[src/hdl/vrf_settings.svh]
`ifndef VRF_SETTINGS_SVH
`define VRF_SETTINGS_SVH

// one bank per write port
`define VRF_W_PORTS 2

// every bank keeps a private replica per read port
`define VRF_R_PORTS 3

// words per RAM and bits per word
`define VRF_DEPTH 32
`define VRF_WIDTH 32

// address bits follow the depth
`define VRF_AW $clog2(`VRF_DEPTH)

`endif

[src/hdl/vrf_pkg.sv]
`include "vrf_settings.svh"

package vrf_pkg;

   // one write port request, one enable bit per byte
   typedef struct packed {
      logic                      wen;
      logic [`VRF_AW-1:0]        waddr;
      logic [`VRF_WIDTH/8-1:0]   bwe;
      logic [`VRF_WIDTH-1:0]     wdata;
   } vrf_wreq_t;

   // one read port request
   typedef struct packed {
      logic                      ren;
      logic [`VRF_AW-1:0]        raddr;
   } vrf_rreq_t;

   // one read response, valid for a single cycle
   typedef struct packed {
      logic                      rvalid;
      logic [`VRF_WIDTH-1:0]     rdata;
   } vrf_rresp_t;

   // encoded write into one bank
   // wdata already holds the XOR with the other banks
   typedef struct packed {
      logic                      wen;
      logic [`VRF_AW-1:0]        waddr;
      logic [`VRF_WIDTH/8-1:0]   bwe;
      logic [`VRF_WIDTH-1:0]     wdata;
   } vrf_bank_wr_t;

endpackage

[src/hdl/sdp_bwe_bram.sv]
`timescale 1ns/1ps
`include "vrf_settings.svh"

module sdp_bwe_bram
   import vrf_pkg::*;
(
   input  logic                  clk,
   input  vrf_bank_wr_t          wr_i,
   input  logic [`VRF_AW-1:0]    raddr_i,
   input  logic                  ren_i,
   output logic [`VRF_WIDTH-1:0] rdata_o
);

   logic [`VRF_WIDTH-1:0] mem [`VRF_DEPTH];

   // write port, byte lanes enabled one by one
   always_ff @(posedge clk)
   begin
      if (wr_i.wen)
      begin
         for (int i = 0; i < `VRF_WIDTH/8; i++)
         begin
            if (wr_i.bwe[i])
            begin
               mem[wr_i.waddr][i*8 +: 8] <= wr_i.wdata[i*8 +: 8];
            end
         end
      end
   end

   // read port
   // read-before-write on a same-cycle address match
   always_ff @(posedge clk)
   begin
      if (ren_i)
      begin
         rdata_o <= mem[raddr_i];
      end
   end

endmodule

[src/hdl/vrf_read_bank.sv]
`timescale 1ns/1ps
`include "vrf_settings.svh"

module vrf_read_bank
   import vrf_pkg::*;
(
   input  logic                                     clk,
   input  vrf_bank_wr_t                             bank_wr_i,
   input  vrf_rreq_t [`VRF_R_PORTS-1:0]             rreq_i,
   output logic [`VRF_R_PORTS-1:0][`VRF_WIDTH-1:0]  rdata_o
);

   // one replica per read port
   // all replicas take the same encoded write, so they stay identical
   for (genvar r = 0; r < `VRF_R_PORTS; r++)
   begin : g_replica
      sdp_bwe_bram u_read_ram (
         .clk     (clk),
         .wr_i    (bank_wr_i),
         .raddr_i (rreq_i[r].raddr),
         .ren_i   (rreq_i[r].ren),
         .rdata_o (rdata_o[r])
      );
   end

endmodule

[config.mk]
export PLATFORM = sky130hd
export DESIGN_NAME = vrf_read_bank
export DESIGN_NICKNAME = d
export VERILOG_FILES = /design/src/hdl/vrf_pkg.sv /design/src/hdl/sdp_bwe_bram.sv /design/src/hdl/vrf_read_bank.sv
export VERILOG_INCLUDE_DIRS = /design/src /design/src/hdl
export SDC_FILE = /design/constraint.sdc
export NUM_CORES = 2
export LEC_CHECK = 0
export BUFFER_PORTS_ARGS = -buffer_cell sky130_fd_sc_hd__buf_4
export CAP_MARGIN = 25
export CORE_MARGIN = 8
export CORE_UTILIZATION = 57
export CTS_CLUSTER_DIAMETER = 100
export CTS_CLUSTER_SIZE = 10
export DETAILED_ROUTE_END_ITERATION = 6
export GPL_TIMING_DRIVEN = 0
export PLACE_DENSITY = 0.8
export SKIP_CTS_REPAIR_TIMING = 1
export SLEW_MARGIN = 20
export SYNTH_ARGS = -nofsm -noshare
export SYNTH_HDL_FRONTEND = slang
export SYNTH_SLANG_ARGS = --single-unit
[constraint.sdc]
create_clock -name clk -period 1.7 [get_ports clk]
set_input_delay 0.34 -clock clk [delete_from_list [all_inputs] [get_ports clk]]
set_output_delay 0.34 -clock clk [all_outputs]
set_load 0.02 [all_outputs]
======== After elaboration in Yosys (flattened, before gate mapping) ========
Memories as Yosys holds them, arrays and structs flattened. A register that Yosys moved wholly into a read port is not among the register bits.
Cells that the tools add are included.
cells by class
  multiplexer cells ....................... 12
operators by type and width
  kind              number
  1-bit 2-to-1 mux  12
storage, ports and cells
  bits of input ports ..................... 61
  bits in registers ....................... 0
  RAM bits ................................ 3072
  logic and storage cells ................. 15
  output and inout bits ................... 96
  memories kept ........................... 3
memory list
  name                         words  width  rd ports  clocked after Yosys merged registers in  wr ports  line                RTL
  g_replica[0].u_read_ram.mem  32     32     1         1                                        1         sdp_bwe_bram.sv:14  logic [`VRF_WIDTH-1:0] mem [`VRF_DEPTH];
  g_replica[1].u_read_ram.mem  32     32     1         1                                        1         sdp_bwe_bram.sv:14
  g_replica[2].u_read_ram.mem  32     32     1         1                                        1         sdp_bwe_bram.sv:14

======== Longest topological paths before layout ========
  depth in word-level cells ............... 3
  mapped depth ............................ 8
  mapped depth without buffers ............ 5

======== Hierarchy ========
From an unflattened synthesis, not the netlist that was laid out.
unflattened totals
  cell total of the unflattened synthesis .. 7218
  area, all modules ....................... 124041.5 um^2
modules (own cells, without submodules)
  module        seq. area each (um^2)  area each (um^2)  times used  cells each
  sdp_bwe_bram  31710.4                41347.2           3           2406

======== Least setup slack after synthesis ========
No wires, ideal clock.
  path kind ............................... input-to-reg
  start ................................... input port rreq_i[13] (netlist bit)
  end ..................................... register g_replica[2].u_read_ram.rdata_o[25] (read register of g_replica[2].u_read_ram.mem), data pin
  data arrival time ....................... 1.412 ns
  slack ................................... 0.024 ns
  cell stages on the path ................. 8
  data required time ...................... 1.437 ns
  library setup time ...................... 0.263 ns
  buffers on the path ..................... 4
  cells stage by stage .................... buf_4 buf_6 buf_6 buf_6 mux2i_1 a22oi_1 a31oi_1 nand3_1
RTL lines
  what                line                RTL
  start: declaration  vrf_read_bank.sv:9  input vrf_rreq_t [`VRF_R_PORTS-1:0] rreq_i,
  end: declaration    sdp_bwe_bram.sv:11  output logic [`VRF_WIDTH-1:0] rdata_o

======== Worst setup path after layout ========
  start ................................... register g_replica[0].u_read_ram.rdata_o[14] (read register of g_replica[0].u_read_ram.mem)
  end ..................................... output port rdata_o[14] (netlist bit)
RTL lines
  what                line                 RTL
  start: declaration  sdp_bwe_bram.sv:11
  end: declaration    vrf_read_bank.sv:10  output logic [`VRF_R_PORTS-1:0][`VRF_WIDTH-1:0] rdata_o
No word-level cell between the ends.

==> metrics.md <==
| Metric | Value |
|---|---|
| GR peak layer | `met2` |
| Final #Nets | `5180` |
| Net count after synthesis | `4847` |
| Final antenna-violating net count | `0` |
| Register area | `33600 um^2` |
| Initial DRC Count | `9014` |
| Fin Setup TNS | `-19.86 ns` |
| WL final | `248000 um` |
| Post-Synthesis Cell Area | `61100 um^2` |
| Vias in the first global route | `46200` |
| WL per Instance | `38.0 um` |
| Sinks on Clock Net | `1120` |
| Max Root-Sink Buffers | `3` |
| Initial core utilization | `0.573` |
| Critical path buffer and inverter count | `1` |
| Worst Max-Slew Pin Slew | `1.11 ns` |
| Yosys cell types | `23` |
| # DRC | `15` |
| Critical-path cell list | `buf_6` |
| Via count | `48500` |
| Layout cells sized above 1 | `0.193` |
| Worst VDD drop | `0.908 mV` |
| Setup Crit Path Kind | `reg2out` |
| Final instance area | `70100 um^2` |
| Post-synth EDFFs | `1120` |
| CTS H-tree depth | `3` |
| Synth cell count leaders | `1536 x mux2i_1, 1120 x edfxtp_1, 328 x nand2_1` |
| Num ports | `157` |
| Drt pass-1 iters | `7` |
| Fin util | `0.656` |
| Final Hold Fails | `0` |
| Tcrit/Tclk final | `1.11` |
| Max-cap violations | `0` |
| Post-Layout Cell Count | `6528` |
| Cell Rows | `120` |
| Area grow syn2layout | `14.6%` |
| GP Congestion | `1.03` |
| Largest net degree at the start of global routing | `33` |
| Failing checks | `design-rule violations, negative setup slack` |
| TritonCTS Buffers | `121` |
| Fmax | `530 MHz` |
| Die extent in x | `343 um` |
| Synth top area share | `0.550` |
| Synth Register Bits | `1120` |
| Die H | `343 um` |
| First-pass GRT wire length | `337000 um` |
| Worst-path clk slew | `0.06 ns` |
| HPWL Detailed | `177000 um` |
| Critical path launch point type | `flop` |
| Rel. slew slack | `0.262` |
| Later-pin clock latency in the skew report | `0.75 ns` |
| Seq/Total Area, Yosys | `0.550` |
| CP max FO | `1` |
| Inst Count DP | `6372` |
| Clk root buf | `clkbuf_16` |
| Worst EP required | `1.36 ns` |
| Ranking of synthesized cells by area | `edfxtp_1 55%, mux2i_1 25%, a22oi_1 3.5%, a22o_1 2.8%, a21oi_1 2.4%` |
| Clock skew | `0.0434 ns` |
| GR Layer Usage met3 | `0.160` |
| Core area | `107000 um^2` |
| Worst min path class | `in2reg` |
| GR Util met1 | `0.498` |
| Initial antenna violation count | `9` |
| Multi-input gate area | `27100 um^2` |
| Post-route setup slack | `-0.188 ns` |
| Max incr delay on CP | `0.59 ns` |
| Leak | `27.2 nW` |
| Via density per instance | `7.44` |
| Met2 usage | `0.601` |
| Post-layout minimum cycle time | `1.89 ns` |
| Final Max Tran Viols | `0` |
| Crit path max-delay family | `flip-flops` |
| Arr. time, crit path | `1.55 ns` |
| Post-synth ARST share | `0` |
| Status | `complete, but fails checks` |
| Setup slack after placement | `-1.62 ns` |
| Most frequent cell after synthesis | `mux2i_1` |
| Final setup fails | `362` |
| FILL cells | `7854` |
| Die Area | `118000 um^2` |
| Unrepaired setup endpoints after global routing | `true` |
| PwrDens | `908 nW/um^2` |
| Yosys top cell by area | `edfxtp_1` |
| CP max-delay cell | `edfxtp_1` |
| Top FF cell, synth | `edfxtp_1` |
| Gr ovfl total | `0` |
| Gr usage total | `0.401` |
| Post-Syn Area per Cell | `12.8 um^2` |
| Cells after Synth | `4786` |
| Post-DP Area | `64300 um^2` |
| Ys Warns | `0` |
| Crit path capture type | `output pin` |
| IO Port Bufs | `153` |
| TritonCTS clock tree | `yes` |
registers in the layout, summed over array words and instances (netlist names):
signal,flops
g_replica.u_read_ram.mem,1024
g_replica.u_read_ram.rdata_o,96
report_power, final:
part / switching, W / internal [W] / total, W
Combinational: 0.00638 / 0.00300 / 0.00938
Clock: 0.0106 / 0.0126 / 0.0231
Sequential: 0.000210 / 0.0309 / 0.0311
Total: 0.0172 / 0.0464 / 0.0636
worst paths after layout:
kind,slack [ns],to,depth (start not counted),from
setup / recovery,-0.19,rdata_o[14],1,g_replica[0].u_read_ram.rdata_o[14]$_DFFE_PP_
hold / removal,0.05,g_replica[1].u_read_ram.mem[10][0]$_DFFE_PP_,1,bank_wr_i[0]
setup reg to reg,-0.09,g_replica[2].u_read_ram.rdata_o[10]$_DFFE_PP_,5,g_replica[1].u_read_ram.mem[2][10]$_DFFE_PP_
hold reg to reg,0.76,g_replica[0].u_read_ram.rdata_o[17]$_DFFE_PP_,4,g_replica[0].u_read_ram.mem[25][17]$_DFFE_PP_
logic make-up after synthesis:
kind of cell | count (synthesis) | share of synthesized area
AO/OA/AOI/OAI | 864 | 0.0963
AND/OR/NAND/NOR | 873 | 0.0627
flip-flops | 1120 | 0.550
multiplexers | 1536 | 0.252
buffers and inverters | 393 | 0.0392
layout make-up:
cell class,instances,share of cell area
Antenna cell,3,0.000107
Buffer,391,0.0405
Clock buffer,123,0.0439
Clock inverter,3,0.000375
Multi-Input combinational cell,3273,0.386
Sequential cell,1120,0.480
Tap cell,1403,0.0251
Timing Repair Buffer,212,0.0239
per-layer routing:
metal  vias to the layer above  part of all wire
met5                         -            0.0011
met4                        14             0.069
met3                      1132              0.16
met2                      4660              0.43
met1                     23400              0.34
li1                      19300                 -
cells in the final DEF (no fill, tap or decap), types with 82 or more instances in the layout:
cell type,n
a21oi_1,288
a22o_1,192
a22oi_1,288
buf_4,264
buf_6,99
clkbuf_16,123
clkbuf_2,82
edfxtp_1,1120
mux2i_1,1529
nand2_1,328
nand3_1,251
stage by stage:
| step | hold WS, ns | total power, W |
|---|---|---|
| 4_1_cts | 0.0225 | 0.0621 |
| 2_1_floorplan | 0.439 | 0.0361 |
| 3_3_place_gp | 0.733 | 0.0397 |
| 5_1_grt | 0.0613 | 0.0642 |
| 3_5_place_dp | 0.745 | 0.0399 |
| 6_report | 0.0484 | 0.0636 |
Power figures use the tool's default switching activity.
