## src/hdl/vrf_settings.svh

```systemverilog
`ifndef VRF_SETTINGS_SVH
`define VRF_SETTINGS_SVH

// one bank per write port
`define VRF_W_PORTS 2

// every bank keeps a private replica per read port
`define VRF_R_PORTS 3

// words per RAM and bits per word
`define VRF_DEPTH 32
`define VRF_WIDTH 32

// address bits follow the depth
`define VRF_AW $clog2(`VRF_DEPTH)

`endif

```

## src/hdl/vrf_pkg.sv

```systemverilog
`include "vrf_settings.svh"

package vrf_pkg;

   // one write port request, one enable bit per byte
   typedef struct packed {
      logic                      wen;
      logic [`VRF_AW-1:0]        waddr;
      logic [`VRF_WIDTH/8-1:0]   bwe;
      logic [`VRF_WIDTH-1:0]     wdata;
   } vrf_wreq_t;

   // one read port request
   typedef struct packed {
      logic                      ren;
      logic [`VRF_AW-1:0]        raddr;
   } vrf_rreq_t;

   // one read response, valid for a single cycle
   typedef struct packed {
      logic                      rvalid;
      logic [`VRF_WIDTH-1:0]     rdata;
   } vrf_rresp_t;

   // encoded write into one bank
   // wdata already holds the XOR with the other banks
   typedef struct packed {
      logic                      wen;
      logic [`VRF_AW-1:0]        waddr;
      logic [`VRF_WIDTH/8-1:0]   bwe;
      logic [`VRF_WIDTH-1:0]     wdata;
   } vrf_bank_wr_t;

endpackage

```

## src/hdl/sdp_bwe_bram.sv

```systemverilog
`timescale 1ns/1ps
`include "vrf_settings.svh"

module sdp_bwe_bram
   import vrf_pkg::*;
(
   input  logic                  clk,
   input  vrf_bank_wr_t          wr_i,
   input  logic [`VRF_AW-1:0]    raddr_i,
   input  logic                  ren_i,
   output logic [`VRF_WIDTH-1:0] rdata_o
);

   logic [`VRF_WIDTH-1:0] mem [`VRF_DEPTH];

   // write port, byte lanes enabled one by one
   always_ff @(posedge clk)
   begin
      if (wr_i.wen)
      begin
         for (int i = 0; i < `VRF_WIDTH/8; i++)
         begin
            if (wr_i.bwe[i])
            begin
               mem[wr_i.waddr][i*8 +: 8] <= wr_i.wdata[i*8 +: 8];
            end
         end
      end
   end

   // read port
   // read-before-write on a same-cycle address match
   always_ff @(posedge clk)
   begin
      if (ren_i)
      begin
         rdata_o <= mem[raddr_i];
      end
   end

endmodule

```

## src/hdl/vrf_write_encoder.sv

```systemverilog
`timescale 1ns/1ps
`include "vrf_settings.svh"

module vrf_write_encoder
   import vrf_pkg::*;
(
   input  logic                                clk,
   input  logic                                rstn,
   input  vrf_wreq_t    [`VRF_W_PORTS-1:0]     wreq_i,
   output vrf_bank_wr_t [`VRF_W_PORTS-1:0]     bank_wr_o
);

   // requests sampled at the last edge
   vrf_wreq_t    [`VRF_W_PORTS-1:0] wreq_q;

   // the bank writes that landed at the last edge
   vrf_bank_wr_t [`VRF_W_PORTS-1:0] bank_wr_q;

   // contents of every other bank at the write address, per bank
   logic [`VRF_W_PORTS-1:0][`VRF_W_PORTS-2:0][`VRF_WIDTH-1:0] enc_rdata;
   logic [`VRF_W_PORTS-1:0][`VRF_W_PORTS-2:0][`VRF_WIDTH-1:0] other_word;

   // write enables cleared on reset
   always_ff @(posedge clk)
   begin
      if (!rstn)
      begin
         for (int b = 0; b < `VRF_W_PORTS; b++)
         begin
            wreq_q[b].wen    <= 1'b0;
            bank_wr_q[b].wen <= 1'b0;
         end
      end
      else
      begin
         wreq_q    <= wreq_i;
         bank_wr_q <= bank_wr_o;
      end
   end

   for (genvar b = 0; b < `VRF_W_PORTS; b++)
   begin : g_bank
      for (genvar k = 0; k < `VRF_W_PORTS-1; k++)
      begin : g_copy
         // index of the other bank mirrored by this copy
         localparam int ob = (k < b) ? k : k + 1;

         logic fwd_hit;

         // private copy of bank ob read with the raw request address
         sdp_bwe_bram u_enc_ram (
            .clk     (clk),
            .wr_i    (bank_wr_o[ob]),
            .raddr_i (wreq_i[b].waddr),
            .ren_i   (wreq_i[b].wen),
            .rdata_o (enc_rdata[b][k])
         );

         // the RAM read raced with a write to the same address,
         // so its output is stale for the bytes that write touched
         assign fwd_hit = bank_wr_q[ob].wen &&
                          (bank_wr_q[ob].waddr == wreq_q[b].waddr);

         for (genvar i = 0; i < `VRF_WIDTH/8; i++)
         begin : g_byte
            assign other_word[b][k][i*8 +: 8] =
               (fwd_hit && bank_wr_q[ob].bwe[i]) ? bank_wr_q[ob].wdata[i*8 +: 8]
                                                  : enc_rdata[b][k][i*8 +: 8];
         end
      end
   end

   // encode: new data XOR current contents of all other banks
   always_comb
   begin
      logic [`VRF_WIDTH-1:0] enc;

      for (int b = 0; b < `VRF_W_PORTS; b++)
      begin
         enc = wreq_q[b].wdata;
         for (int k = 0; k < `VRF_W_PORTS-1; k++)
         begin
            enc = enc ^ other_word[b][k];
         end
         bank_wr_o[b].wen   = wreq_q[b].wen;
         bank_wr_o[b].waddr = wreq_q[b].waddr;
         bank_wr_o[b].bwe   = wreq_q[b].bwe;
         bank_wr_o[b].wdata = enc;
      end
   end

   // two ports must never write the same byte of one address together,
   // otherwise the XOR of the banks no longer gives either value
   for (genvar i = 0; i < `VRF_W_PORTS; i++)
   begin : g_chk_i
      for (genvar j = i + 1; j < `VRF_W_PORTS; j++)
      begin : g_chk_j
         a_no_byte_overlap : assert property (
            @(posedge clk) disable iff (!rstn)
            !(wreq_i[i].wen && wreq_i[j].wen &&
              (wreq_i[i].waddr == wreq_i[j].waddr) &&
              |(wreq_i[i].bwe & wreq_i[j].bwe))
         );
      end
   end

endmodule

```

## config.mk

```make
export PLATFORM = sky130hd
export DESIGN_NAME = vrf_write_encoder
export DESIGN_NICKNAME = d
export VERILOG_FILES = /design/src/hdl/vrf_pkg.sv /design/src/hdl/sdp_bwe_bram.sv /design/src/hdl/vrf_write_encoder.sv
export VERILOG_INCLUDE_DIRS = /design/src /design/src/hdl
export SDC_FILE = /design/constraint.sdc
export NUM_CORES = 2
export LEC_CHECK = 0
export BUFFER_PORTS_ARGS = -buffer_cell sky130_fd_sc_hd__buf_2
export CAP_MARGIN = 20
export CORE_ASPECT_RATIO = 0.8
export CORE_MARGIN = 1
export CORE_UTILIZATION = 65
export CTS_CLUSTER_DIAMETER = 120
export DETAILED_ROUTE_END_ITERATION = 10
export MAX_ROUTING_LAYER = met4
export PLACE_DENSITY = 0.83
export RECOVER_POWER = 100
export SYNTH_ARGS = -nofsm -noshare
export SYNTH_HDL_FRONTEND = slang
export SYNTH_HIERARCHICAL = 1
export SYNTH_SLANG_ARGS = --single-unit
export TNS_END_PERCENT = 30
```

## constraint.sdc

```tcl
create_clock -name clk -period 5.4 [get_ports clk]
set_input_delay 0.27 -clock clk [delete_from_list [all_inputs] [get_ports clk]]
set_output_delay 0.27 -clock clk [all_outputs]
set_load 0.02 [all_outputs]
```

* After elaboration in Yosys (flattened, before gate mapping) *
Memory sizes are Yosys's and may differ from the RTL's. A register that Yosys moved wholly into a read port is not among the register bits.
Cells that the tools add are included.

cells by class
  bitwise logic cells = 2
  reduce and logical (&&, ||, !) cells = 10
  multiplexer cells = 32
  equal/unequal tests = 2

operators by type and width
  cell                 number
  $mux W8              8
  $xor A32 B32 Y32     2
  $mux W1              24
  $eq A5 B5 Y1         2
  $logic_and A1 B1 Y1  10

storage, ports and cells
  bits in registers = 168
  word-level logic and storage cells = 64
  memories kept = 2
  input bits = 86
  RAM bits = 2,048

memories
  memory                             words  width  rd ports  clocked after Yosys merged registers in  write ports  line                text
  g_bank[0].g_copy[0].u_enc_ram.mem  32     32     1         1                                        1            sdp_bwe_bram.sv:14  logic [`VRF_WIDTH-1:0] mem [`VRF_DEPTH];
  g_bank[1].g_copy[0].u_enc_ram.mem  32     32     1         1                                        1            sdp_bwe_bram.sv:14

* Depth between registers and ports, before layout *
  word-level depth = 5
  mapped depth = 8

* Hierarchy *
Netlist, hierarchy kept.

modules (own cells, without submodules)
  module             times used  sequential area each (um2)  cells each  area an instance (um2)
  sdp_bwe_bram       2           31,710.4                    2,406       41,347.2
  vrf_write_encoder  1           5,004.8                     642         8,323.0

* Worst setup path before layout *
Ideal clock, no wire load.

  kind = reg2reg
  start point = register wreq_q (netlist bit bank_wr_o[81])
  end point = register bank_wr_q[43] in the netlist's numbering, data pin
  setup slack = 3,037 ps
  arrival = 1,854 ps
  cell stages (with the launch flop) = 6
  period minus slack after synthesis = 2,363 ps
  buffers on the path = 1
  cells stage by stage = edfxtp_1 xnor2_1 nand4_1 clkbuf_1 o22ai_1 nand3_1

RTL lines
  element                 line                     text
  from (decl)             vrf_write_encoder.sv:14  vrf_wreq_t [`VRF_W_PORTS-1:0] wreq_q;
  from (signal assigned)  vrf_write_encoder.sv:36  wreq_q <= wreq_i;
  to (signal assigned)    vrf_write_encoder.sv:37  bank_wr_q <= bank_wr_o;
  to (decl)               vrf_write_encoder.sv:17  vrf_bank_wr_t [`VRF_W_PORTS-1:0] bank_wr_q;

==> impl_metrics.py <==
metrics = {
    "status": {
        "status": "complete, but fails checks",
        "violations": "capacitance limit, slew limit",
    },
    "critical_path": {
        "ff2ff_path_depth": 5,
        "cp-start-kind": "flip-flop",
        "crit_path_end_kind": "primary output",
        "r2r_slack_ns": 1.17,
        "cp_data_required_time_ns": 5.13,
        "worstPathArrival_ns": 4.73,
        "cp_max_fo": 20,
        "rr_endpoint": "g_bank[1].g_copy[0].u_enc_ram/mem[14][13]$_DFFE_PP_",
        "critPathKind": "reg2out",
        "worstReg2RegStart": "bank_wr_o[36]$_DFFE_PP_",
    },
    "cts": {
        "clk_latency_ns": 0.82,
        "cts_buffers": 202,
        "cts_tree": "built",
        "cts_max_level": 4,
        "cts_sinks": 2280,
        "cts.clk_slew.worst_paths_ns": 0.06,
        "clockBufferDepth": 3,
        "cts_root_buf": "clkbuf_16",
    },
    "route": {
        "vias": 51160,
        "viasPerCell": 6.632,
        "antenna_left": 0,
        "drt_iter0_markers": 7688,
        "wire_per_inst_um": 27.25,
        "highest_layer": "met4",
        "drt-total-wl_mm": 210.2,
        "wl_met3_mm": 23.69,
        "drc": 0,
        "wl_met1_mm": 82.32,
        "wl_met2_mm": 95.86,
        "drt-pass1-iter-count": 6,
    },
    "min_path": {
        "hold_path_end": "bank_wr_o[32]$_DFFE_PP_",
        "hold_depth": 2,
        "hold_start": "wreq_i[32]",
        "min_path_type": "in2reg",
    },
    "timing": {
        "finalSetupViolCount": 0,
        "fmax_mhz": 199.9,
        "min_period_over_period_pct": 92.63,
        "period_minus_slack_ns": 5.002,
        "timing.hold.ws_ns": 0.1600,
        "fin_worst_skew_ns": 0.02412,
        "slew_violations": 695,
        "rsz0062_at_grt": "no",
        "maxSlewHeadroom_pct": -177.2,
        "tightest_slew_ns": 4.158,
        "hold_violations": 0,
        "setup_tns_ns": 0,
    },
    "logic_synthesis": {
        "ys_ff_latch": 2280,
        "syn_area_um2": 91020,
        "synthesis.nets": 5540,
        "synth_top_area_share_pct": 75.09,
        "synth-warning-count": 6,
        "synth_cell_types": 30,
        "synth_area_leader_cell": "edfxtp_1",
        "ys_seq_area_share_pct": 75.18,
        "synth_cells": 5454,
        "yosys-top-cells-area": "edfxtp_1 75%, mux2i_1 11%, a22oi_1 1.6%, nand3_1 1.5%, a22o_1 1.2%",
        "avgSynthCellArea_um2": 16.69,
    },
    "grt": {
        "antenna_found_initial": 5,
        "overflow": 0,
        "grt_pass1_vias": 48990,
        "grt_pass1_wl_mm": 306.4,
        "gr-usage-all-layers_pct": 30.25,
        "grt_start_max_net_pins": 157,
    },
    "power_and_ir_drop": {
        "leakage_nw": 34.28,
        "powerDensity_nw_per_um2": 365.1,
        "ir_drop_uv": 359.5,
    },
    "die": {
        "core_um2": 138600,
        "die_w_um": 420.4,
        "dieArea_um2": 141500,
        "initial_utilization_pct": 65.67,
        "num_rows": 122,
        "die_h_um": 336.7,
        "ios": 170,
    },
    "layout": {
        "syn_to_final_growth_pct": 10.02,
        "layout-drive-gt1-share_pct": 7.076,
        "fill_cells": 8115,
        "fin_cells": 7714,
        "nNetsFinal": 5767,
    },
    "placement": {
        "port_buffers": 169,
        "place_inst": 7250,
        "dp_hpwl_mm": 132.3,
        "routabilityCongestion": 0.9514,
    },
    "job": {
        "drv_cap": 12,
    },
}
-- sequential cells by signal (all words and copies together), names as in the netlist --
register and flops:
g_bank.g_copy.u_enc_ram/mem 2048, bank_wr_q 84, g_bank.g_copy.u_enc_ram/rdata_o 64, wreq_q 64
bank_wr_o 20
-- synthesized netlist by cell type, drive strengths merged --
cell type,count
nand3,264
o22ai,64
nor3,66
xnor2,10
nand4,2
dfxtp,4
nor2,262
and3b,4
and3,10
a31oi,64
and4,2
a22oi,192
nor3b,6
mux2i,1024
buf,234
nor2b,136
and2,8
a21oi,192
nand2,268
a22o,128
or2,2
nand2b,4
edfxtp,2276
nand4b,128
clkbuf,104
-- placed cells by master, fill, tap and decap left out, types with 133 or more instances in the layout --
| cell | synthesis | layout |
|---|---|---|
| a21oi_1 | 192 | 192 |
| a22oi_1 | 192 | 192 |
| clkbuf_1 | 100 | 191 |
| clkbuf_16 | 0 | 207 |
| edfxtp_1 | 2276 | 2276 |
| mux2i_1 | 1024 | 1024 |
| nand2_1 | 268 | 268 |
| nand3_1 | 264 | 264 |
| nor2_1 | 262 | 260 |
| nor2b_1 | 136 | 133 |
-- where the power goes --
part	leakage (nW)	switching [mW]	internal, mW
logic	10.4	1.78	0.732
registers	20.8	0.159	20.1
clock network	3.06	6.15	7.62
-- worst max-delay path, cell delays in order (launching register included) --
cell and delay (ns):
edfxtp_1 0.50, xnor2_1 1.08, and3_1 0.72, nand4b_1 0.20, nand3_1 0.23, clkbuf_1 0.83
clkbuf_1 0.32
-- cell type report --
class	count	area, um^2	share of cell area, %
timing repair buffer	361	2520	2.517
clock inverter	120	918.4	0.9171
multi-input combinational	2836	20580	20.55
sequential	2280	68430	68.33
antenna	3	7.507	0.007497
clock buffer	254	5356	5.349
tap	1860	2327	2.324
-- stage by stage --
| step | util (%) | area [um^2] | total power [mW] | setup WS, ns |
|---|---|---|---|---|
| after global placement | 67.24 | 93190 | 22.94 | 1.875 |
| after global routing | 72.25 | 100100 | 37.46 | 0.4127 |
| after CTS | 72.37 | 100300 | 36.57 | 0.9772 |
| final | 72.25 | 100100 | 36.56 | 0.3981 |
| after detailed placement | 67.26 | 93220 | 23.03 | 1.893 |
| after floorplan | - | 91020 | 22.12 | 3.037 |
-- how the worst max path moves through the flow --
stage / startpoint / endpoint / slack [ns] / cells past startpoint
after floorplan: bank_wr_o[81]$_DFFE_PP_ / bank_wr_q[43]$_DFFE_PP_ / 3.04 / 5
after global placement: bank_wr_o[81]$_DFFE_PP_ / bank_wr_o[70] / 1.88 / 6
after detailed placement: bank_wr_o[81]$_DFFE_PP_ / bank_wr_o[66] / 1.89 / 6
after CTS: bank_wr_o[81]$_DFFE_PP_ / bank_wr_o[73] / 0.98 / 6
after global routing: bank_wr_o[36]$_DFFE_PP_ / bank_wr_o[12] / 0.41 / 6
final: bank_wr_o[36]$_DFFE_PP_ / bank_wr_o[12] / 0.40 / 6
-- cell families (layout without fill, tap and decap cells) --
| family | Yosys count | count (layout) | synth area share [%] |
|---|---|---|---|
| flops | 2280 | 2280 | 75.18 |
| simple gates | 1162 | 1162 | 6.453 |
| mux | 1024 | 1024 | 11.26 |
| compound gates | 640 | 640 | 4.751 |
| buf+inv | 338 | 735 | 2.243 |
| xor+xnor | 10 | 10 | 0.1127 |
| other cells | 0 | 3 | 0 |
-- repair_timing --
action	CTS	global route
hold buffers	81	0
gates resized for setup	0	0
buffers inserted	0	0
endpoints found under the hold margin	92	0
-- metal layers --
| layer | track usage, % | up-vias |
|---|---|---|
| met5 | - | - |
| met4 | 12.09 | 0 |
| met3 | 5.321 | 390 |
| met2 | 43.78 | 3304 |
| met1 | 43.23 | 25620 |
| li1 | - | 21840 |
Power figures use the tool's default switching activity.
