===== src/hdl/vrf_settings.svh =====
`ifndef VRF_SETTINGS_SVH
`define VRF_SETTINGS_SVH

// one bank per write port
`define VRF_W_PORTS 2

// every bank keeps a private replica per read port
`define VRF_R_PORTS 3

// words per RAM and bits per word
`define VRF_DEPTH 32
`define VRF_WIDTH 32

// address bits follow the depth
`define VRF_AW $clog2(`VRF_DEPTH)

`endif


===== src/hdl/vrf_pkg.sv =====
`include "vrf_settings.svh"

package vrf_pkg;

   // one write port request, one enable bit per byte
   typedef struct packed {
      logic                      wen;
      logic [`VRF_AW-1:0]        waddr;
      logic [`VRF_WIDTH/8-1:0]   bwe;
      logic [`VRF_WIDTH-1:0]     wdata;
   } vrf_wreq_t;

   // one read port request
   typedef struct packed {
      logic                      ren;
      logic [`VRF_AW-1:0]        raddr;
   } vrf_rreq_t;

   // one read response, valid for a single cycle
   typedef struct packed {
      logic                      rvalid;
      logic [`VRF_WIDTH-1:0]     rdata;
   } vrf_rresp_t;

   // encoded write into one bank
   // wdata already holds the XOR with the other banks
   typedef struct packed {
      logic                      wen;
      logic [`VRF_AW-1:0]        waddr;
      logic [`VRF_WIDTH/8-1:0]   bwe;
      logic [`VRF_WIDTH-1:0]     wdata;
   } vrf_bank_wr_t;

endpackage


===== src/hdl/vrf_read_combiner.sv =====
`timescale 1ns/1ps
`include "vrf_settings.svh"

module vrf_read_combiner
   import vrf_pkg::*;
(
   input  logic                                                    clk,
   input  logic                                                    rstn,
   input  vrf_rreq_t [`VRF_R_PORTS-1:0]                            rreq_i,
   input  logic [`VRF_W_PORTS-1:0][`VRF_R_PORTS-1:0][`VRF_WIDTH-1:0] bank_rdata_i,
   output vrf_rresp_t [`VRF_R_PORTS-1:0]                           rresp_o
);

   // ren aligned with the RAM output
   logic [`VRF_R_PORTS-1:0] ren_q;

   // decoded word per read port
   logic [`VRF_R_PORTS-1:0][`VRF_WIDTH-1:0] xor_word;

   always_comb
   begin
      for (int r = 0; r < `VRF_R_PORTS; r++)
      begin
         xor_word[r] = '0;
         for (int b = 0; b < `VRF_W_PORTS; b++)
         begin
            xor_word[r] = xor_word[r] ^ bank_rdata_i[b][r];
         end
      end
   end

   always_ff @(posedge clk)
   begin
      if (!rstn)
      begin
         ren_q <= '0;
         for (int r = 0; r < `VRF_R_PORTS; r++)
         begin
            rresp_o[r].rvalid <= 1'b0;
         end
      end
      else
      begin
         for (int r = 0; r < `VRF_R_PORTS; r++)
         begin
            ren_q[r]          <= rreq_i[r].ren;
            rresp_o[r].rvalid <= ren_q[r];
            if (ren_q[r])
            begin
               rresp_o[r].rdata <= xor_word[r];
            end
         end
      end
   end

   // a valid response must come from written locations in every bank
   for (genvar r = 0; r < `VRF_R_PORTS; r++)
   begin : g_chk
      a_rdata_known : assert property (
         @(posedge clk) disable iff (!rstn)
         rresp_o[r].rvalid |-> !$isunknown(rresp_o[r].rdata)
      );
   end

endmodule


===== config.mk =====
export PLATFORM = sky130hd
export DESIGN_NAME = vrf_read_combiner
export DESIGN_NICKNAME = d
export VERILOG_FILES = /design/src/hdl/vrf_pkg.sv /design/src/hdl/vrf_read_combiner.sv
export VERILOG_INCLUDE_DIRS = /design/src /design/src/hdl
export SDC_FILE = /design/constraint.sdc
export NUM_CORES = 1
export LEC_CHECK = 0
export BUFFER_PORTS_ARGS = -buffer_cell sky130_fd_sc_hd__buf_2
export CAP_MARGIN = 20
export CORE_AREA = 5 5 118 120
export DETAILED_ROUTE_END_ITERATION = 10
export DIE_AREA = 0 0 123 125
export PLACE_DENSITY = 0.75
export RECOVER_POWER = 25
export SLEW_MARGIN = 20
export SYNTH_ARGS = -nofsm -noshare
export SYNTH_HDL_FRONTEND = slang
export SYNTH_SLANG_ARGS = --single-unit

===== constraint.sdc =====
create_clock -name clk -period 2.8 [get_ports clk]
set_input_delay 0.56 -clock clk [delete_from_list [all_inputs] [get_ports clk]]
set_output_delay 0.56 -clock clk [all_outputs]
set_load 0.03 [all_outputs]

Yosys cells after proc, flatten, opt, wreduce, memory -nomap -nowiden
Cells that the tools add are included.
{ "totals": {"ram_bits": 0, "output_inout_bits": 99, "mem_bits_ro": 0, "memories": 0, "input_bits": 212, "latch_bits": 0, "reg_bits": 102, "elab_cells": 13} }
{ "classes": {"n_mux": 0, "n_reduce_logical": 3, "n_div": 0, "n_lt_le_gt_ge": 0, "multipliers": 0, "bitwise_logic": 3, "add_sub_neg": 0, "shifts": 0, "n_eq_ne": 0} }
{ "ops": {"columns": ["op", "count"], "rows": [
  ["XOR 32 bit", 3],
  ["AND reduction 2 bit", 3]
]} }

Logic depth before layout (Yosys ltp)
Gate-level depths: netlist of run 1.
{ "depth": {"depth_word": 1, "depth_mapped": 1, "mapped_depth_nobuf": 1} }

Worst setup path after synthesis of run 1
OpenSTA, ideal clock, no wires.
{ "synth_path": {"kind": "input to register", "from": "input port rstn", "to": "register rresp_o[0] (netlist bit) (enable)", "setup_slack_ps": 1053, "n_path_buf": 0, "t_required_ps": 2408, "arrival_ps": 1355, "setup_ps": 392, "path_stages": 1, "cell_sequence": "and2_1"} }
{ "synth_via": {"elab_chain_cells": 1} }
{ "synth_rtl": {"columns": ["element", "line_no", "text"], "rows": [
  ["start, declared", "vrf_read_combiner.sv:8", "input logic rstn,"],
  ["AND reduction 2 bit (no line)", null, null],
  ["end, declared", "vrf_read_combiner.sv:11", "output vrf_rresp_t [`VRF_R_PORTS-1:0] rresp_o"]
]} }
Every way passes these cells.
A chain may end at the register's enable or synchronous reset.

Worst setup path after layout of run 1
{ "layout_path": {"from": "register rresp_o[19] (netlist bit)", "to": "output port rresp_o[19] (netlist bit)"} }
No word-level cell between the ends.

==> out/metrics.yaml, run 1 <==
maxSlewHeadroom_pct: 70.78
p_sw_uw: 768.0
top_layer: "met4"
cts_root_buf: "clkbuf_16"
finalMaxSlewViolations: 0
p_clk_share_pct: 33.5
remaining_drc_errors: 0
ys_warn_count: 0
grt_pass1_wl_microns: 14720
fin_hold_ws_ps: 433.2
r2r_end: "rresp_o[0]$_DFFE_PP_"
drt_iter0_drc: 152
finalNetCount: 728
initial_core_util_pct: 30.29
cts_max_level: 3
wl_per_cell_microns: 14.55
setup_tns_ps: 0
cp-end-kind: "output pin"
clockBufferDepth: 2
synthesis.area_sq_mm: 0.003900
drive_above_1_share_pct: 57.77
final_cell_mix: "285 x buf_2, 96 x xor2_1, 96 x edfxtp_1"
drv_cap: 0
holdPathStages: 2
fin_util_pct: 45.56
slowest_delay_ps: 410
met2_length_microns: 5375
cp.arrival_ps: 940
p_int_mw: 2.532
syn_avg_cell_area_sq_um: 18.84
grt_pass1_vias: 2956
setup_viol: 0
postCtsSetupBuffers: 0
area_growth_pct: 50.40
viasPerCell: 3.943
clk_latency_ps: 340
cp_num_buf_inv: 1
wl_met3_microns: 981
finalHoldViolCount: 0
grt_usage_pct: 12.60
worst_clock_skew_ps: 7.196
antenna_cells_inserted: 0
p_sw_share_pct: 23.27
antenna_found_initial: 0
yosysSeqAreaShare_pct: 77.00
synthCells: 207
dieHeight_microns: 125
coreArea_sq_mm: 0.01287
vdd_ir_drop_max_mv: 0.2409
comb_power_share_pct: 13.1
worst_slew_pin_slew_ps: 438.3
rr_worst_depth: 2
grt_setup_unrepaired: "no"
syn_nets: 419
gp_congestion: 0.8410
first_pass_iters: 4
fin_crit_sh_pct: 53.74
hp-start: "rreq_i[5]"
floorplan.rows: 42
leakage_nw: 2.645
ys_ff_latch: 102
clock_sinks: 102
clkTransAtPathRegs_ps: 70
power_density_mw_per_mm2: 562.6
port_buffers: 295
drt-met1-wl_microns: 3597
r2r_slack_ps: 1630
crit_family: "flip-flops"
dp_hpwl_microns: 8299
grt_max_degree: 33
fin_ws_ps: 1295
hold_end: "ren_q[0]$_SDFF_PN0_"
cp_max_fo: 1
ant_nets: 0
crit_chain: "buf_2"
r2r-start: "ren_q[0]$_SDFF_PN0_"
setup.worst_path.start_class: "register"
synthDistinctLibCells: 4
pre_cts_ws_ps: 1202
critPathSlowestCell: "edfxtp_1"
finalWirelength_microns: 10140
dieArea_sq_mm: 0.01538
cts_made_buffers: 9
ios: 311
hp-class: "in2reg"
status: "finished clean"
crit_required_ps: 2240
power_frac_seq_pct: 53.5
post_cts_resized: 0
die_w_microns: 123
fmax_ghz: 0.6646
num_vias: 2748
cts_tree: "done"
period_minus_slack_ps: 1505
holdBufCountCts: 0
worst-setup-path-type: "reg2out"
layout_commonest_cell: "buf_2"
overflow: 0
[flip-flops by register name (all words and copies together), names as in the netlist]
signal,flops
ren_q,3
rresp_o,99
[cells by family (layout without fill, tap and decap cells)]
kind of cell,after synthesis,count (layout),synth area share [%]
DFF,102,102,77.00
buffers and inverters,0,314,0
xor gates and xnor gates,96,96,21.56
and+or+nand+nor,9,9,1.444
[stage by stage]
stage / instances / total power, mW / area (sq um)
4_1_cts: 697 / 3.357 / 5878
5_1_grt: 697 / 3.458 / 5866
3_5_place_dp: 681 / 2.237 / 5619
3_3_place_gp: 681 / 2.225 / 5619
2_1_floorplan: 207 / 1.996 / 3900
6_report: 697 / 3.300 / 5866
[how the worst max path moves through the flow]
stage                          start  cells after the start  slack, ps               endpoint
5_1_grt        rresp_o[31]$_DFFE_PP_                      1       1260            rresp_o[31]
3_3_place_gp                    rstn                      3       1230   rresp_o[8]$_DFFE_PP_
2_1_floorplan                   rstn                      1       1050   rresp_o[0]$_DFFE_PP_
6_report       rresp_o[19]$_DFFE_PP_                      1       1300            rresp_o[19]
3_5_place_dp                    rstn                      3       1200  rresp_o[10]$_DFFE_PP_
4_1_cts        rresp_o[19]$_DFFE_PP_                      1       1280            rresp_o[19]
[synth_stat cells]
master    number  area, sq um
edfxtp_1      96         2883
xor2_1        96        840.8
and2_1         9        56.30
dfxtp_1        6        120.1
[power groups by stage]
stage,logic [mW],registers [mW],clock network [mW]
floorplan,0.0957,1.90,0
global placement,0.429,1.80,0
detailed placement,0.439,1.80,0
CTS,0.440,1.76,1.15
global route,0.467,1.77,1.22
finish,0.431,1.76,1.10
[layout make-up]
cell class,count,area [sq um]
Clock inverter,5,26.28
Tap cell,176,220.2
Multi-Input combinational cell,105,897.1
Clock buffer,11,232.7
Sequential cell,102,3003
Timing Repair Buffer,298,1486
Fill cell,1163,7009
[per-layer routing]
layer / vias up / track usage, %
li1: 1341 / -
met1: 1247 / 13.67
met2: 146 / 22.58
met3: 14 / 4.155
met4: 0 / 4.691
met5: - / 0
[worst register-to-register path, cell delays in order (launching register included)]
cell and delay (ps):
dfxtp_1 310, and2_1 110, buf_4 370
Note: power is estimated with default switching activity, not from simulation.
==> inputs of run 2 (changes only) <==
- ABC_AREA: unset -> 1
- CORE_AREA: 5 5 118 120 -> unset
- CORE_MARGIN: unset -> 5
- CORE_UTILIZATION: unset -> 35
- DIE_AREA: 0 0 123 125 -> unset
- PLACE_DENSITY: 0.75 -> 0.77
- clock period: 2.8 -> 1.44 ns (I/O delays scaled with it)
==> run 2 against run 1 <==
Net effect: critical path depth is the same; first-iteration DRC count grew 3.9%; global-route usage grew 1.6 points; worst setup slack lost 1000 ps; clock-buffer cell count is the same; critical path type unchanged.
==> out/metrics.yaml, run 2 <==
setup_tns_ps: 0
holdBufCountCts: 0
remaining_drc_errors: 0
r2r_slack_ps: 430
cts_root_buf: "clkbuf_16"
power_mw: 7.161
clock_sinks: 102
cp-end-kind: "output pin"
area_growth_pct: 42.47
cp_num_buf_inv: 1
power_density_mw_per_mm2: 1034
grt_pass1_vias: 4082
rr_worst_depth: 3
worst-setup-path-type: "reg2out"
hp-class: "in2reg"
hold_end: "ren_q[1]$_SDFF_PN0_"
comb_power_share_pct: 13.1
syn_avg_cell_area_sq_um: 8.142
clkTransAtPathRegs_ps: 60
cts_tree: "done"
ios: 311
fin_ws_ps: 251.1
maxSlewHeadroom_pct: 80.16
crit_required_ps: 1150
p_int_mw: 5.605
antenna_found_initial: 0
num_vias: 4366
cp_max_fo: 1
cts_max_level: 3
setup.worst_path.start_class: "register"
finalHoldViolCount: 0
yosys.area.top_type: "edfxtp_1"
crit_chain: "buf_2"
vdd_ir_drop_max_mv: 0.4772
slowest_delay_ps: 380
pre_cts_ws_ps: 249.0
finalMaxSlewViolations: 0
finalWirelength_microns: 11980
synthTopCellsByCount: "294 x nand2_1, 201 x inv_1, 96 x edfxtp_1"
r2r-start: "ren_q[1]$_SDFF_PN0_"
synthTopCellsByArea: "edfxtp_1 59%, nand2_1 23%, inv_1 16%"
fin_crit_sh_pct: 82.56
critPathSlowestCell: "edfxtp_1"
synthMostInstantiatedCell: "nand2_1"
p_clk_share_pct: 39.7
first_pass_iters: 4
synthDistinctLibCells: 4
syn_nets: 809
setup_viol: 0
drt_iter0_drc: 158
dp_hpwl_microns: 10160
die_w_microns: 127.9
dieArea_sq_mm: 0.01635
final_cell_mix: "294 x nand2_1, 255 x buf_2, 201 x inv_1"
grt_pass1_wl_microns: 18270
layout_commonest_cell: "nand2_1"
p_sw_mw: 1.556
synth_top_area_share_pct: 59.31
async_flop_share_pct: 0
worst_clock_skew_ps: 3.965
initial_core_util_pct: 35.29
fin_hold_ws_ps: 138.4
ant_nets: 0
top_regs: "rresp_o: 99 flops, ren_q: 3 flops"
leakage_nw: 4.151
cts_made_buffers: 9
fin_util_pct: 50.28
synth_edf_count: 96
largest-register: "rresp_o"
ys_ff_latch: 102
dieHeight_microns: 127.9
viasPerCell: 4.006
drv_cap: 0
yosysSeqAreaShare_pct: 61.78
holdPathStages: 3
antenna_cells_inserted: 0
status: "finished clean"
crit_family: "flip-flops"
grt_max_degree: 33
gp_congestion: 0.7979
largest_reg_flops: 99
finalNetCount: 1118
clk_latency_ps: 330
coreArea_sq_mm: 0.01377
grt_setup_unrepaired: "no"
power_frac_seq_pct: 47.3
floorplan.rows: 43
ys_warn_count: 0
synthCells: 597
synth_flop_cell: "edfxtp_1"
critPathLaunch: "rresp_o[18]$_DFFE_PP_"
cp.arrival_ps: 900
fmax_ghz: 0.8411
postCtsSetupBuffers: 0
grt_usage_pct: 14.21
period_minus_slack_ps: 1189
overflow: 0
hp-start: "rreq_i[11]"
drive_above_1_share_pct: 29.78
port_buffers: 295
p_sw_share_pct: 21.73
synthesis.area_sq_mm: 0.004861
worst_slew_pin_slew_ps: 297.7
clockBufferDepth: 2
wl_per_cell_microns: 10.99
post_cts_resized: 0
r2r_end: "rresp_o[44]$_DFFE_PP_"
[run 2: worst max path at each step]
stage                                  to  cells after the start
floorplan           rresp_o[33]$_DFFE_PP_                      2
global placement    rresp_o[70]$_DFFE_PP_                      4
detailed placement  rresp_o[39]$_DFFE_PP_                      4
CTS                           rresp_o[87]                      1
global route                  rresp_o[87]                      1
finish                        rresp_o[18]                      1
[run 2: cell type report]
| class | count | area [sq um] |
|---|---|---|
| tap | 180 | 225.2 |
| multi-input combinational | 294 | 1104 |
| clock buffer | 11 | 232.7 |
| inverter | 201 | 754.5 |
| fill | 1338 | 6848 |
| clock inverter | 4 | 120.1 |
| sequential | 102 | 3003 |
| timing repair buffer | 298 | 1486 |
[run 2: cells by family after synthesis]
kind of cell,share of synthesized area [%]
and+or+nand+nor,22.70
buffers and inverters,15.52
DFF,61.78
[run 2: per-layer routing]
layer | track usage (%) | share of wire (%) | vias to the layer above | routed length (microns)
li1 | - | - | 2317 | -
met1 | 14.74 | 37 | 1854 | 4459
met2 | 26.06 | 50 | 177 | 6009
met3 | 4.833 | 10 | 18 | 1238
met4 | 5.868 | 2.3 | 0 | 274
met5 | 0 | 0 | - | 0
[run 2: power groups by stage]
stage / sequential, mW / clock [mW] / combinational (mW)
floorplan: 3.62 / 0 / 0.310
global placement: 3.45 / 0 / 0.926
detailed placement: 3.45 / 0 / 0.962
CTS: 3.38 / 2.95 / 0.965
global route: 3.39 / 3.07 / 1.06
finish: 3.38 / 2.84 / 0.935
[run 2: through the flow]
stage          instance area, sq um  cells
2_1_floorplan                  4861    597
3_3_place_gp                   6623   1075
3_5_place_dp                   6623   1075
4_1_cts                        6975   1090
5_1_grt                        6925   1090
6_report                       6925   1090
==> inputs of run 3 (changes only) <==
- PLACE_DENSITY: 0.77 -> 0.8
- clock period: 1.44 -> 1 ns (I/O delays scaled with it)
==> run 3 against run 2 <==
Net effect: the run now ends with negative setup slack left; core utilization is 5.3 points higher; clock-buffer cell count did not move; global-route usage up 2.3 points; die area unchanged; sequential share of layout area decreased by 4.0 points; sequential power is 45% higher; wire length grew 17%; non-clock buffer count is 10 higher; clock power rose by 19%; critical path type unchanged; largest cell class unchanged.
==> out/metrics.yaml, run 3 (synthesis results as in run 2) <==
setup_tns_ps: -7736
status: "finished, violations left"
ant_nets: 0
dieHeight_microns: 127.9
maxSlewHeadroom_pct: 76.51
wl_per_cell_microns: 12.68
num_vias: 4452
port_buffers: 295
drive_above_1_share_pct: 34.31
finalHoldViolCount: 0
worst_clock_skew_ps: 9.520
first_pass_iters: 4
violations: "negative setup slack"
leakage_nw: 4.430
viasPerCell: 4.044
setup.worst_path.start_class: "register"
clk_latency_ps: 340
vdd_ir_drop_max_mv: 0.9822
fill_cells: 1238
fin_ws_ps: -157.6
cts_max_level: 3
holdBufCountCts: 0
coreArea_sq_mm: 0.01377
grt_pass1_vias: 4457
power_density_mw_per_mm2: 1286
grt_max_degree: 23
drt_iter0_drc: 156
grt_usage_pct: 16.48
ios: 311
drv_cap: 0
cts_root_buf: "clkbuf_16"
final_cell_mix: "291 x nand2_1, 198 x inv_1, 180 x buf_2"
cts_made_buffers: 9
remaining_drc_errors: 0
crit_chain: "buf_6"
largest-register: "rresp_o"
area_growth_pct: 57.48
critPathSlowestCell: "edfxtp_1"
critPathLaunch: "rresp_o[19]$_DFFE_PP_"
grt_pass1_wl_microns: 20700
clkTransAtPathRegs_ps: 70
initial_core_util_pct: 35.29
cp.arrival_ps: 960
largest_reg_flops: 99
dieArea_sq_mm: 0.01635
r2r-start: "ren_q[0]$_SDFF_PN0_"
grt_setup_unrepaired: "yes"
die_w_microns: 127.9
fmax_ghz: 0.8639
layout_commonest_cell: "nand2_1"
finalMaxSlewViolations: 0
slowest_delay_ps: 450
overflow: 0
clock_sinks: 102
r2r_slack_ps: -70
cp_max_fo: 1
cp-end-kind: "output pin"
hp-start: "rreq_i[5]"
dp_hpwl_microns: 11270
crit_family: "flip-flops"
cp_num_buf_inv: 1
floorplan.rows: 43
pre_cts_ws_ps: -58.97
worst-setup-path-type: "reg2out"
crit_required_ps: 800
cts_tree: "done"
antenna_found_initial: 0
top_regs: "rresp_o: 99 flops, ren_q: 3 flops"
gp_congestion: 0.8319
worst_slew_pin_slew_ps: 352.3
clockBufferDepth: 2
hp-class: "in2reg"
antenna_cells_inserted: 0
finalWirelength_microns: 13960
setup_viol: 113
period_minus_slack_ps: 1158
finalNetCount: 1128
fin_crit_sh_pct: 115.8
-- run 3: cell types whose count changed in the layout (fill, tap and decap cells not counted), moves of 4 or more --
cell / change
buf_6: +100
buf_2: -75
clkbuf_1: -23
buf_4: +6
dfxtp_1: -6
dfxtp_2: +6
clkinvlp_4: +4
-- run 3: per-layer routing --
metal	wire, microns	global-route usage [%]
met4	450	7.678
met3	847	4.083
met1	4998	16.51
met2	7667	31.61
met5	0	0
-- run 3: worst paths after layout --
kind / to / cells past startpoint
worst min-delay path: ren_q[0]$_SDFF_PN0_ / 3
worst max-delay path: rresp_o[19] / 1
worst max register to register: rresp_o[0]$_DFFE_PP_ / 4
worst min register to register: rresp_o[98]$_SDFF_PN0_ / 2
-- run 3: repair_timing --
action	4_1_cts	5_1_grt
endpoints found under the hold margin	0	0
resized for setup	201	8
gates cloned	1	0
setup endpoints to repair	103	153
buffers inserted	0	4
-- run 3: final cells by class --
class,count,area [sq um],area share [%]
inverters,201,765.7,10.00
multi-input cells,294,1116,14.58
clock buffers,11,232.7,3.040
well taps,180,225.2,2.942
repair buffers,308,2255,29.45
clock inverters,5,50.05,0.6538
flip-flops and latches,102,3010,39.33
-- run 3: power breakdown --
group	internal [mW]	leakage (nW)	total, mW	switching, mW
logic	0.711	3.35	1.56	0.851
registers	4.85	0.943	4.91	0.0537
clock network	1.92	0.135	3.37	1.45
-- run 3: per-stage QoR --
| stage | area (sq um) | utilization (%) | cells | power [mW] | hold WS [ps] |
|---|---|---|---|---|---|
| 3_5_place_dp | 6699 | 48.64 | 1081 | 6.388 | 388.6 |
| 4_1_cts | 7637 | 55.45 | 1098 | 9.953 | 24.64 |
| 6_report | 7655 | 55.58 | 1101 | 9.842 | 47.73 |
| 5_1_grt | 7655 | 55.58 | 1101 | 10.31 | 51.99 |
| 2_1_floorplan | 4880 | - | 597 | 5.662 | 293.5 |
| 3_3_place_gp | 6699 | 48.64 | 1081 | 6.323 | 383.6 |
